<file path="config.mk">
export PLATFORM = sky130hd
export DESIGN_NAME = sd_cmd_host
export DESIGN_NICKNAME = d
export VERILOG_FILES = /design/src/hw/sd_pkg.sv /design/src/hw/sd_crc7.sv /design/src/hw/sd_clk_div.sv /design/src/hw/sd_cmd_tx.sv /design/src/hw/sd_resp_rx.sv /design/src/hw/sd_cmd_ctrl.sv /design/src/hw/sd_cmd_host.sv
export SDC_FILE = /design/constraint.sdc
export NUM_CORES = 1
export LEC_CHECK = 0
export BUFFER_PORTS_ARGS = -buffer_cell sky130_fd_sc_hd__buf_4
export CAP_MARGIN = 20
export CORE_MARGIN = 3
export CORE_UTILIZATION = 51
export CTS_BUF_LIST = sky130_fd_sc_hd__clkbuf_4 sky130_fd_sc_hd__clkbuf_8
export CTS_CLUSTER_SIZE = 10
export DETAILED_ROUTE_END_ITERATION = 10
export HOLD_SLACK_MARGIN = 0.08
export PLACE_DENSITY = 0.73
export REMOVE_ABC_BUFFERS = 1
export SYNTH_ARGS = -nofsm -noshare
export SYNTH_HDL_FRONTEND = slang
export SYNTH_SLANG_ARGS = --single-unit
</file>
<file path="constraint.sdc">
create_clock -name clk -period 2.2 [get_ports clk]
set_clock_uncertainty 0.1 [all_clocks]
set_input_delay 0.22 -clock clk [delete_from_list [all_inputs] [get_ports clk]]
set_output_delay 0.22 -clock clk [all_outputs]
set_load 0.02 [all_outputs]
</file>
<file path="src/hw/sd_pkg.sv">
package sd_pkg;

    // ============================================================
    // frame geometry
    // ============================================================

    // command index width
    localparam int idx_w        = 6;
    // index plus 32-bit argument
    localparam int cmd_w        = 38;
    localparam int cmd_frame_w  = 48;
    localparam int resp_short_w = 48;
    // long response, also the width of resp_data
    localparam int resp_long_w  = 136;
    // leading frame bits covered by crc7
    localparam int crc_span     = 40;
    // bit 0 timeout, bit 1 crc error
    localparam int status_w     = 2;

    // ============================================================
    // timing
    // ============================================================

    // clk cycles per half period of sd_clk
    localparam int sd_div  = 2;
    // bit times to wait for a response start bit
    localparam int ncr_max = 64;

    // counter widths
    localparam int div_cnt_w = (sd_div > 1) ? $clog2(sd_div) : 1;
    localparam int tx_cnt_w  = $clog2(cmd_frame_w + 1);
    localparam int rx_cnt_w  = $clog2(resp_long_w);

    // response kinds
    typedef enum logic [1:0] {resp_none, resp_short, resp_long} resp_kind_t;

    // cmd0 silent, cmd2/9/10 long, rest short
    function automatic resp_kind_t resp_kind_of(input logic [idx_w-1:0] idx);
        case (idx)
            6'd0:               return resp_none;
            6'd2, 6'd9, 6'd10:  return resp_long;
            default:            return resp_short;
        endcase
    endfunction

endpackage

</file>
<file path="src/hw/sd_crc7.sv">
module sd_crc7 (
    input  logic       clk,
    input  logic       rst_n,
    input  logic       clear,
    input  logic       bit_en,
    input  logic       din,
    output logic [6:0] crc
);

    // feedback taken from the top bit
    logic fb;

    assign fb = din ^ crc[6];

    always_ff @(posedge clk or negedge rst_n) begin
        if (!rst_n) begin
            crc <= '0;
        end else if (clear) begin
            // new frame starts from zero
            crc <= '0;
        end else if (bit_en) begin
            // x^7 + x^3 + 1, msb first
            crc <= {crc[5:3], crc[2] ^ fb, crc[1:0], fb};
        end
    end

endmodule

</file>
<file path="src/hw/sd_clk_div.sv">
module sd_clk_div (
    input  logic clk,
    input  logic rst_n,
    output logic sd_clk,
    output logic tick_rise,
    output logic tick_fall
);

    import sd_pkg::*;

    // half-period counter
    logic [div_cnt_w-1:0] cnt;
    // last cycle of the half period
    logic                 wrap;

    assign wrap = (cnt == div_cnt_w'(sd_div - 1));

    // ticks flag the cycle whose edge flips sd_clk
    assign tick_rise = wrap & ~sd_clk;
    assign tick_fall = wrap & sd_clk;

    always_ff @(posedge clk or negedge rst_n) begin
        if (!rst_n) begin
            cnt    <= '0;
            sd_clk <= 1'b0;
        end else if (wrap) begin
            cnt    <= '0;
            sd_clk <= ~sd_clk;
        end else begin
            cnt <= cnt + 1'b1;
        end
    end

endmodule

</file>
<file path="src/hw/sd_cmd_tx.sv">
module sd_cmd_tx (
    input  logic                     clk,
    input  logic                     rst_n,
    input  logic                     tick_fall,
    input  logic                     tx_start,
    input  logic [sd_pkg::cmd_w-1:0] tx_payload,
    output logic                     cmd_out,
    output logic                     cmd_oe,
    output logic                     tx_done
);

    import sd_pkg::*;

    // frame shifter, msb leaves first
    logic [crc_span-1:0] sreg;
    // bit time index within the frame
    logic [tx_cnt_w-1:0] bit_cnt;
    logic                busy;
    logic                crc_en;
    logic [6:0]          crc;

    // crc sees start, transmission and payload bits only
    assign crc_en = tick_fall & busy & (bit_cnt < tx_cnt_w'(crc_span));

    sd_crc7 i_sd_crc7 (
        .clk    (clk),
        .rst_n  (rst_n),
        .clear  (tx_start),
        .bit_en (crc_en),
        .din    (sreg[crc_span-1]),
        .crc    (crc)
    );

    // ============================================================
    // shift register
    // ============================================================
    always_ff @(posedge clk) begin
        if (tx_start) begin
            // start 0, transmission 1, then index and argument
            sreg <= {2'b01, tx_payload};
        end else if (tick_fall && busy) begin
            if (bit_cnt == tx_cnt_w'(crc_span)) begin
                // crc[6] goes out now, rest of crc and end bit queue up
                sreg <= {crc[5:0], 1'b1, {(crc_span - 7){1'b0}}};
            end else begin
                sreg <= sreg << 1;
            end
        end
    end

    // ============================================================
    // line control
    // ============================================================
    always_ff @(posedge clk or negedge rst_n) begin
        if (!rst_n) begin
            busy    <= 1'b0;
            bit_cnt <= '0;
            cmd_out <= 1'b1;
            cmd_oe  <= 1'b0;
            tx_done <= 1'b0;
        end else begin
            tx_done <= 1'b0;
            if (tx_start) begin
                busy    <= 1'b1;
                bit_cnt <= '0;
            end else if (tick_fall && busy) begin
                if (bit_cnt == tx_cnt_w'(cmd_frame_w)) begin
                    // end bit time is over, let go of the line
                    busy    <= 1'b0;
                    cmd_oe  <= 1'b0;
                    cmd_out <= 1'b1;
                    tx_done <= 1'b1;
                end else begin
                    cmd_oe  <= 1'b1;
                    cmd_out <= (bit_cnt == tx_cnt_w'(crc_span)) ? crc[6] : sreg[crc_span-1];
                    bit_cnt <= bit_cnt + 1'b1;
                end
            end
        end
    end

endmodule

</file>
<file path="src/hw/sd_resp_rx.sv">
module sd_resp_rx (
    input  logic                           clk,
    input  logic                           rst_n,
    input  logic                           tick_rise,
    input  logic                           cmd_in,
    input  logic                           rx_start,
    input  sd_pkg::resp_kind_t             rx_kind,
    output logic                           rx_done,
    output logic [sd_pkg::resp_long_w-1:0] rx_data,
    output logic                           rx_timeout,
    output logic                           rx_crc_err
);

    import sd_pkg::*;

    typedef enum logic [1:0] {st_idle, st_search, st_shift} rx_state_t;

    rx_state_t           state;
    resp_kind_t          kind;
    // wait ticks while searching, bit index while shifting
    logic [rx_cnt_w-1:0] cnt;
    logic [rx_cnt_w-1:0] last_bit;
    logic                start_seen;
    logic                crc_en;
    logic [6:0]          crc;

    assign last_bit = (kind == resp_long) ? rx_cnt_w'(resp_long_w - 1)
                                          : rx_cnt_w'(resp_short_w - 1);

    // card pulls the line low to open a response
    assign start_seen = (state == st_search) & tick_rise & ~cmd_in;

    // crc over bits 47..8 of a short response
    assign crc_en = start_seen
                  | (tick_rise & (state == st_shift) & (cnt < rx_cnt_w'(crc_span)));

    sd_crc7 i_sd_crc7 (
        .clk    (clk),
        .rst_n  (rst_n),
        .clear  (rx_start),
        .bit_en (crc_en),
        .din    (cmd_in),
        .crc    (crc)
    );

    // ============================================================
    // data shifter, right aligned, start bit included
    // ============================================================
    always_ff @(posedge clk) begin
        if (rx_start) begin
            rx_data <= '0;
        end else if (start_seen || (tick_rise && state == st_shift)) begin
            rx_data <= {rx_data[resp_long_w-2:0], cmd_in};
        end
    end

    // ============================================================
    // search and count
    // ============================================================
    always_ff @(posedge clk or negedge rst_n) begin
        if (!rst_n) begin
            state      <= st_idle;
            kind       <= resp_short;
            cnt        <= '0;
            rx_done    <= 1'b0;
            rx_timeout <= 1'b0;
            rx_crc_err <= 1'b0;
        end else begin
            rx_done <= 1'b0;
            case (state)
                st_idle: begin
                    if (rx_start) begin
                        kind  <= rx_kind;
                        cnt   <= '0;
                        state <= st_search;
                    end
                end
                st_search: begin
                    if (start_seen) begin
                        // start bit already counts as bit 0
                        cnt   <= rx_cnt_w'(1);
                        state <= st_shift;
                    end else if (tick_rise && cnt == rx_cnt_w'(ncr_max - 1)) begin
                        // no start bit within ncr_max
                        rx_done    <= 1'b1;
                        rx_timeout <= 1'b1;
                        rx_crc_err <= 1'b0;
                        state      <= st_idle;
                    end else if (tick_rise) begin
                        cnt <= cnt + 1'b1;
                    end
                end
                st_shift: begin
                    if (tick_rise && cnt == last_bit) begin
                        // end bit arrives now, rx_data[6:0] holds received crc
                        rx_done    <= 1'b1;
                        rx_timeout <= 1'b0;
                        rx_crc_err <= (kind == resp_short) && (crc != rx_data[6:0]);
                        state      <= st_idle;
                    end else if (tick_rise) begin
                        cnt <= cnt + 1'b1;
                    end
                end
                default: state <= st_idle;
            endcase
        end
    end

endmodule

</file>
<file path="src/hw/sd_cmd_ctrl.sv">
module sd_cmd_ctrl (
    // command side
    input  logic                           clk,
    input  logic                           rst_n,
    input  logic                           cmd_valid,
    output logic                           cmd_ready,
    input  logic [sd_pkg::cmd_w-1:0]       cmd_data,
    // transmitter side
    output logic                           tx_start,
    output logic [sd_pkg::cmd_w-1:0]       tx_payload,
    input  logic                           tx_done,
    // receiver side
    output logic                           rx_start,
    output sd_pkg::resp_kind_t             rx_kind,
    input  logic                           rx_done,
    input  logic [sd_pkg::resp_long_w-1:0] rx_data,
    input  logic                           rx_timeout,
    input  logic                           rx_crc_err,
    // response side
    output logic                           resp_valid,
    input  logic                           resp_ready,
    output logic [sd_pkg::resp_long_w-1:0] resp_data,
    output logic [sd_pkg::status_w-1:0]    resp_status
);

    import sd_pkg::*;

    typedef enum logic [1:0] {st_idle, st_send, st_recv, st_report} ctrl_state_t;

    ctrl_state_t state;

    // one command in flight at a time
    assign cmd_ready  = (state == st_idle);
    assign resp_valid = (state == st_report);

    // ============================================================
    // payload registers
    // ============================================================
    always_ff @(posedge clk) begin
        if (cmd_valid && cmd_ready) begin
            tx_payload <= cmd_data;
        end
        if (state == st_send && tx_done && rx_kind == resp_none) begin
            // cmd0 reports empty
            resp_data   <= '0;
            resp_status <= '0;
        end else if (state == st_recv && rx_done) begin
            resp_data   <= rx_data;
            resp_status <= {rx_crc_err, rx_timeout};
        end
    end

    // ============================================================
    // sequencer FSM
    // ============================================================
    always_ff @(posedge clk or negedge rst_n) begin
        if (!rst_n) begin
            state    <= st_idle;
            rx_kind  <= resp_none;
            tx_start <= 1'b0;
            rx_start <= 1'b0;
        end else begin
            tx_start <= 1'b0;
            rx_start <= 1'b0;
            case (state)
                st_idle: begin
                    if (cmd_valid) begin
                        // kind decided from the index on accept
                        rx_kind  <= resp_kind_of(cmd_data[cmd_w-1 -: idx_w]);
                        tx_start <= 1'b1;
                        state    <= st_send;
                    end
                end
                st_send: begin
                    if (tx_done && rx_kind == resp_none) begin
                        state <= st_report;
                    end else if (tx_done) begin
                        rx_start <= 1'b1;
                        state    <= st_recv;
                    end
                end
                st_recv: begin
                    if (rx_done) begin
                        state <= st_report;
                    end
                end
                st_report: begin
                    // hold response until taken
                    if (resp_ready) begin
                        state <= st_idle;
                    end
                end
                default: state <= st_idle;
            endcase
        end
    end

endmodule

</file>
<file path="src/hw/sd_cmd_host.sv">
module sd_cmd_host (
    input  logic                           clk,
    input  logic                           rst_n,
    // command port
    input  logic                           cmd_valid,
    output logic                           cmd_ready,
    input  logic [sd_pkg::cmd_w-1:0]       cmd_data,
    // response port
    output logic                           resp_valid,
    input  logic                           resp_ready,
    output logic [sd_pkg::resp_long_w-1:0] resp_data,
    output logic [sd_pkg::status_w-1:0]    resp_status,
    // card pin side
    output logic                           sd_clk,
    output logic                           cmd_out,
    output logic                           cmd_oe,
    input  logic                           cmd_in
);

    import sd_pkg::*;

    // ============================================================
    // internal wiring
    // ============================================================
    logic                   tick_rise;
    logic                   tick_fall;
    logic                   tx_start;
    logic [cmd_w-1:0]       tx_payload;
    logic                   tx_done;
    logic                   rx_start;
    resp_kind_t             rx_kind;
    logic                   rx_done;
    logic [resp_long_w-1:0] rx_data;
    logic                   rx_timeout;
    logic                   rx_crc_err;

    // bit clock and edge ticks
    sd_clk_div i_sd_clk_div (
        .clk       (clk),
        .rst_n     (rst_n),
        .sd_clk    (sd_clk),
        .tick_rise (tick_rise),
        .tick_fall (tick_fall)
    );

    // drives on falling edges
    sd_cmd_tx i_sd_cmd_tx (
        .clk        (clk),
        .rst_n      (rst_n),
        .tick_fall  (tick_fall),
        .tx_start   (tx_start),
        .tx_payload (tx_payload),
        .cmd_out    (cmd_out),
        .cmd_oe     (cmd_oe),
        .tx_done    (tx_done)
    );

    // samples on rising edges
    sd_resp_rx i_sd_resp_rx (
        .clk        (clk),
        .rst_n      (rst_n),
        .tick_rise  (tick_rise),
        .cmd_in     (cmd_in),
        .rx_start   (rx_start),
        .rx_kind    (rx_kind),
        .rx_done    (rx_done),
        .rx_data    (rx_data),
        .rx_timeout (rx_timeout),
        .rx_crc_err (rx_crc_err)
    );

    sd_cmd_ctrl i_sd_cmd_ctrl (
        .clk         (clk),
        .rst_n       (rst_n),
        .cmd_valid   (cmd_valid),
        .cmd_ready   (cmd_ready),
        .cmd_data    (cmd_data),
        .tx_start    (tx_start),
        .tx_payload  (tx_payload),
        .tx_done     (tx_done),
        .rx_start    (rx_start),
        .rx_kind     (rx_kind),
        .rx_done     (rx_done),
        .rx_data     (rx_data),
        .rx_timeout  (rx_timeout),
        .rx_crc_err  (rx_crc_err),
        .resp_valid  (resp_valid),
        .resp_ready  (resp_ready),
        .resp_data   (resp_data),
        .resp_status (resp_status)
    );

endmodule

</file>
# Word-level counts from Yosys, hierarchy flattened

Index checks and enable logic that the tools add are counted.

Register bits: 399
Word-level logic and storage cells: 160
Output and inout port bits: 143

Order comparisons: 2
Add/subtract/negate cells: 3
Reductions and logical operators: 31
Eq/ne operators: 27
Bitwise operators: 16
Multiplexer cells: 56

Operators by type and width:

| kind                | number |
|---|---|
| $mux 38             | 2 |
| $mux 8              | 6 |
| $mux 40             | 1 |
| $mux 7              | 4 |
| $mux 1              | 24 |
| $pmux 8 s3          | 1 |
| $mux 2              | 9 |
| $mux 6              | 3 |
| $eq 6x4->1 const B  | 2 |
| $eq 6x6->1 const B  | 2 |
| $ne 2x2->1 const B  | 6 |
| $reduce_and 4->1    | 3 |
| $logic_and 1x1->1   | 10 |
| $reduce_and 2->1    | 5 |
| $reduce_bool 2->1   | 5 |
| $add 8x1->8 const B | 1 |
| $and 1x1->1         | 8 |
| $eq 2x2->1 const B  | 4 |
| $eq 8x6->1 const B  | 1 |
| $eq 8x8->1          | 1 |
| $lt 8x6->1 const B  | 1 |
| $pmux 2 s4          | 1 |
| $ne 7x7->1          | 1 |
| $add 6x1->6 const B | 1 |
| 19 further kinds    | 33 |

# Longest topological paths before layout

Depth after elaboration: 7
Gate-level depth with buffers: 9
Depth with buffers taken out: 7

# Modules after synthesis

A second synthesis with hierarchy kept.

Cells, all modules: 1672
Area, all modules: 15070.7 um^2

By module, submodules not included:

| module      | cells each | area each (um^2) | times used |
|---|---|---|---|
| sd_cmd_ctrl | 671        | 6298.5           | 1 |
| sd_resp_rx  | 711        | 5773.0           | 1 |
| sd_cmd_tx   | 228        | 2304.7           | 1 |
| sd_crc7     | 28         | 307.8            | 2 |
| sd_clk_div  | 6          | 78.8             | 1 |

# Worst setup path after synthesis

No wires, ideal clock.

Path type: register -> register
Start: register i_sd_clk_div.sd_clk
End: register i_sd_cmd_tx.sreg[0], enable pin
Data required time: 1.699 ns
Data arrival time: 1.727 ns
Period minus slack after synthesis: 2.228 ns
Path slack: -0.028 ns
Buffers on the path: 0
Library setup time: 0.401 ns
Stages on the path, launching flop included: 3
Cells stage by stage: dfrtp_1 > nand3_1 > nand2b_1

Longest elaborated chain between the ends: 3

Ends and longest elaborated chain:

| item                               | RTL line         | text |
|---|---|---|
| start, declared                    | sd_clk_div.sv:4  | `output logic sd_clk,` |
| start signal, assigned             | sd_clk_div.sv:28 | `sd_clk <= ~sd_clk;` |
| $and 1x1->1                        | sd_clk_div.sv:20 | `assign tick_fall = wrap & sd_clk;` |
| $logic_and 1x1->1                  | sd_cmd_tx.sv:41  | `end else if (tick_fall && busy) begin` |
| $reduce_bool 2->1 (no source line) | n/a              |  |
| end signal, assigned               | sd_cmd_tx.sv:40  | `sreg <= {2'b01, tx_payload};` |
| end signal, assigned               | sd_cmd_tx.sv:44  | `sreg <= {crc[5:0], 1'b1, {(crc_span - 7){1'b0}}};` |
| end signal, assigned               | sd_cmd_tx.sv:46  | `sreg <= sreg << 1;` |
| end, declared                      | sd_cmd_tx.sv:15  | `logic [crc_span-1:0] sreg;` |

Every way passes these cells.
A chain may end at the register's enable or synchronous reset.

# Worst setup path in the final report

Start: register i_sd_resp_rx.cnt[0]
End: register i_sd_resp_rx.cnt[1]

Longest elaborated chain between the ends: 5

Ends and longest elaborated chain:

| item                   | RTL line                            | text |
|---|---|---|
| start, declared        | sd_resp_rx.sv:21                    | `logic [rx_cnt_w-1:0] cnt;` |
| start signal, assigned | sd_resp_rx.sv:81                    | `cnt <= rx_cnt_w'(1);` |
| start signal, assigned | sd_resp_rx.sv:90                    | `cnt <= cnt + 1'b1;` |
| start signal, assigned | sd_resp_rx.sv:101                   | `cnt <= cnt + 1'b1;` |
| $add 8x1->8            | sd_resp_rx.sv:90, sd_resp_rx.sv:101 |  |
| $mux 8                 | sd_resp_rx.sv:89, sd_resp_rx.sv:100 |  |
| $mux 8                 | sd_resp_rx.sv:83                    | `end else if (tick_rise && cnt == rx_cnt_w'(ncr_max - 1)) begin` |
| $mux 8                 | sd_resp_rx.sv:79                    | `if (start_seen) begin` |
| $pmux 8 s3             | sd_resp_rx.sv:70                    | `case (state)` |

Several ways; a longest one is shown, not always the timed one. The select of a mux whose other input is x is not followed.

==> metrics.txt <==
chip width=176 microns; Worst Setup Path Type=reg -> reg; Worst Slack Setup Final=0.0775 ns; Placeable Area=0.0282 sq mm; Initial Util=0.525; CTS Buffer Depth=3; leading cell type in the layout, fill and taps excluded=nand2_1; drt via density=5.20; clock sinks=399; routed via count=11978; total track usage=0.216; drt initial violations=782; RSZ-0062 raised after global routing=yes; Worst Setup Slack post-DPL=0.00917 ns; Net Sw Power=0.00364 W; clock slew at reported path FFs=0.06 ns; CP required=2.61 ns; WL/cell=15.0 microns; vias in the first global route=11516; Distinct cells, synth=59; Die H=176 microns; pwr dens=850 mW/mm^2; ys async rst share=0.118; clock network fraction of design power=0.393; Fillers=2304; root buf cell=clkbuf_8; # diodes=0; # Max-Cap Violations=0; commonest cells after routing, fill and taps aside=633 x nand2_1, 279 x a21oi_1, 276 x dfxtp_1, 207 x buf_4, 76 x edfxtp_1; max-slew violation count=0; Sw Ratio=0.231; first-pass GRT wire length=56.2 mm; Final Wtd Congestion=0.820; Final ANT Viol Nets=0; Final Hold Fails=0; area taken by multi-input logic gates=0.00535 sq mm; Internal=0.0121 W; global route total overflow=0; pin count of the biggest net entering global routing=98; mapped cell area=0.0148 sq mm; most used flip-flop cell after synthesis=dfxtp_1; Fmax=471 MHz; largest fanout on the critical path=10; CTS tree=yes; Sequential Power Share=0.530; Seq/Total Area, Yosys=0.606; IR Drop Worst-Case VDD=0.449 mV; syn_area_per_cell=8.91 sq um; P_leak=7.40 nW; Tcrit/Tclk final=0.965; worst slew pin tran=1.02 ns; routed wire length=34.6 mm; combinational share of power=0.077; Clock Latency Late Sink=0.59 ns; Critical Path End Type=flip-flop; worst rel slew slack=0.319; Final setup violation count=0; setup bufs post-CTS=0; Hold Crit Class=in -> reg; Tmin final=2.12 ns; outcome=finished clean; I/O Buffers=185; Seq. cell area=0.00899 sq mm; CP Launch Type=flip-flop; flops & latches, synth=399; die area=0.0311 sq mm; share of layout cells above drive strength 1=0.186; EDFF count, synth=76; Cells after DPL=2154; TritonCTS Buffers=61; final std cells w/o fill=2304; Core Rows=61; Residual DRC=0; WHS=0.254 ns; Critical Path AT=2.54 ns; Layout Nets=1937; synth-to-layout area growth=24.8%; Initial DRT Pass Iterations=8; CTS H-tree lvls=2; initial antenna violation count=0; Synth Instances=1663; Boundary Pins=186; synth warn=0; DP Wirelength=21.3 mm
==> sequential cells by signal (all words and copies together) (netlist names), 2 cells and up <==
signal	flops
i_sd_resp_rx.kind	2
i_sd_cmd_tx.i_sd_crc7.crc	7
i_sd_cmd_tx.bit_cnt	6
i_sd_resp_rx.i_sd_crc7.crc	7
i_sd_resp_rx.cnt	8
i_sd_cmd_ctrl.rx_kind	2
i_sd_resp_rx.rx_data	136
i_sd_cmd_ctrl.resp_status	2
i_sd_cmd_ctrl.resp_data	136
i_sd_cmd_tx.sreg	40
i_sd_cmd_ctrl.state	2
i_sd_resp_rx.state	2
i_sd_cmd_ctrl.tx_payload	38
==> kinds of logic after synthesis <==
logic type      Yosys count  share of synthesized area
xor+xnor                 16                    0.00945
compound gates          376                      0.137
simple gates            714                      0.192
mux                      13                    0.00920
flops                   399                      0.606
buf+inv                 134                     0.0367
fa+ha+maj                11                    0.00928
==> critical path: stages, from the launching register on <==
cell and delay (ns):
dfrtp_1 0.41, ha_2 0.23, and4b_1 0.25, and4_4 0.20
a32o_2 0.30, nor3b_4 0.36, a32o_1 0.21
==> synthesized netlist by cell type (all sizes together) (2+ instances only) <==
master / number / share of area
nor3: 4 / 0.0014
and2: 4 / 0.0017
a21oi: 279 / 0.094
a22o: 11 / 0.0065
nand3: 10 / 0.0034
edfxtp: 76 / 0.15
nor2b: 10 / 0.0047
a2bb2oi: 2 / 0.0012
and3: 2 / 0.00093
a31oi: 3 / 0.0013
o21a: 3 / 0.0015
xnor2: 7 / 0.0041
dfrtp: 45 / 0.076
a32o: 2 / 0.0014
ha: 11 / 0.0093
nand2b: 3 / 0.0013
a211o: 7 / 0.0041
dfxtp: 276 / 0.37
and4: 2 / 0.0015
nor4: 3 / 0.0013
o21ai: 52 / 0.018
nand3b: 4 / 0.0020
inv: 22 / 0.0056
xor2: 9 / 0.0053
clkbuf: 90 / 0.023
o22ai: 2 / 0.00084
mux2i: 8 / 0.0054
dfstp: 2 / 0.0035
a22oi: 3 / 0.0015
mux2: 5 / 0.0038
nand2: 634 / 0.16
nor2: 26 / 0.0068
a21o: 3 / 0.0015
o31ai: 2 / 0.0010
nand4: 5 / 0.0021
buf: 21 / 0.0081
==> power by group through the flow <==
stage	sequential [W]	clock (W)	combinational (W)
final	0.00833	0.00618	0.00122
after global routing	0.00837	0.00666	0.00138
after CTS	0.00832	0.00633	0.00122
after detailed placement	0.00847	0	0.00114
after global placement	0.00845	0	0.00109
after floorplan	0.00848	0	0.000677
==> metrics by stage <==
stage / util / total power (W) / setup TNS [ns] / cell area, sq um
4_1_cts: 0.654 / 0.0159 / 0 / 18500
5_1_grt: 0.655 / 0.0164 / -0.0592 / 18500
2_1_floorplan: - / 0.00916 / -1335.87 / 14400
3_3_place_gp: 0.594 / 0.00954 / 0 / 16800
3_5_place_dp: 0.594 / 0.00962 / 0 / 16800
6_report: 0.655 / 0.0157 / 0 / 18500
==> cell type report <==
| class | instances | area share |
|---|---|---|
| Tap cell | 378 | 0.0256 |
| Multi-Input combinational cell | 1130 | 0.289 |
| Inverter | 23 | 0.00467 |
| Timing Repair Buffer | 268 | 0.127 |
| Clock buffer | 101 | 0.0643 |
| Sequential cell | 399 | 0.486 |
| Clock inverter | 5 | 0.00345 |
==> path summary, 6_finish.rpt <==
check                                             from                           end  slack [ns]  depth (start not counted)
min                                       cmd_data[23]  i_sd_cmd_ctrl.tx_payload[23]        0.25                          2
max reg2reg                        i_sd_resp_rx.cnt[0]           i_sd_resp_rx.cnt[1]        0.08                          6
max in group asynchronous                        rst_n        i_sd_cmd_ctrl.rx_start        0.98                          4
min reg2reg                i_sd_cmd_ctrl.resp_data[82]   i_sd_cmd_ctrl.resp_data[82]        0.35                          2
min in group asynchronous                        rst_n      i_sd_cmd_ctrl.rx_kind[0]        0.55                          3
max                                i_sd_resp_rx.cnt[0]           i_sd_resp_rx.cnt[1]        0.08                          6
==> routing by layer <==
layer / track usage / vias to the layer above / part of all wire
met5: 0 / - / 0
met4: 0.0681 / 0 / 0.027
met3: 0.0409 / 72 / 0.057
met2: 0.361 / 329 / 0.48
met1: 0.286 / 5645 / 0.44
li1: - / 5932 / -
==> what timing repair did <==
item	in CTS	in global routing
pin swaps	0	1
gates resized for setup	1	6
hold endpoints to repair	97	0
setup endpoints to repair	2	133
hold buffers	44	0
(Power assumes the default switching activity.)
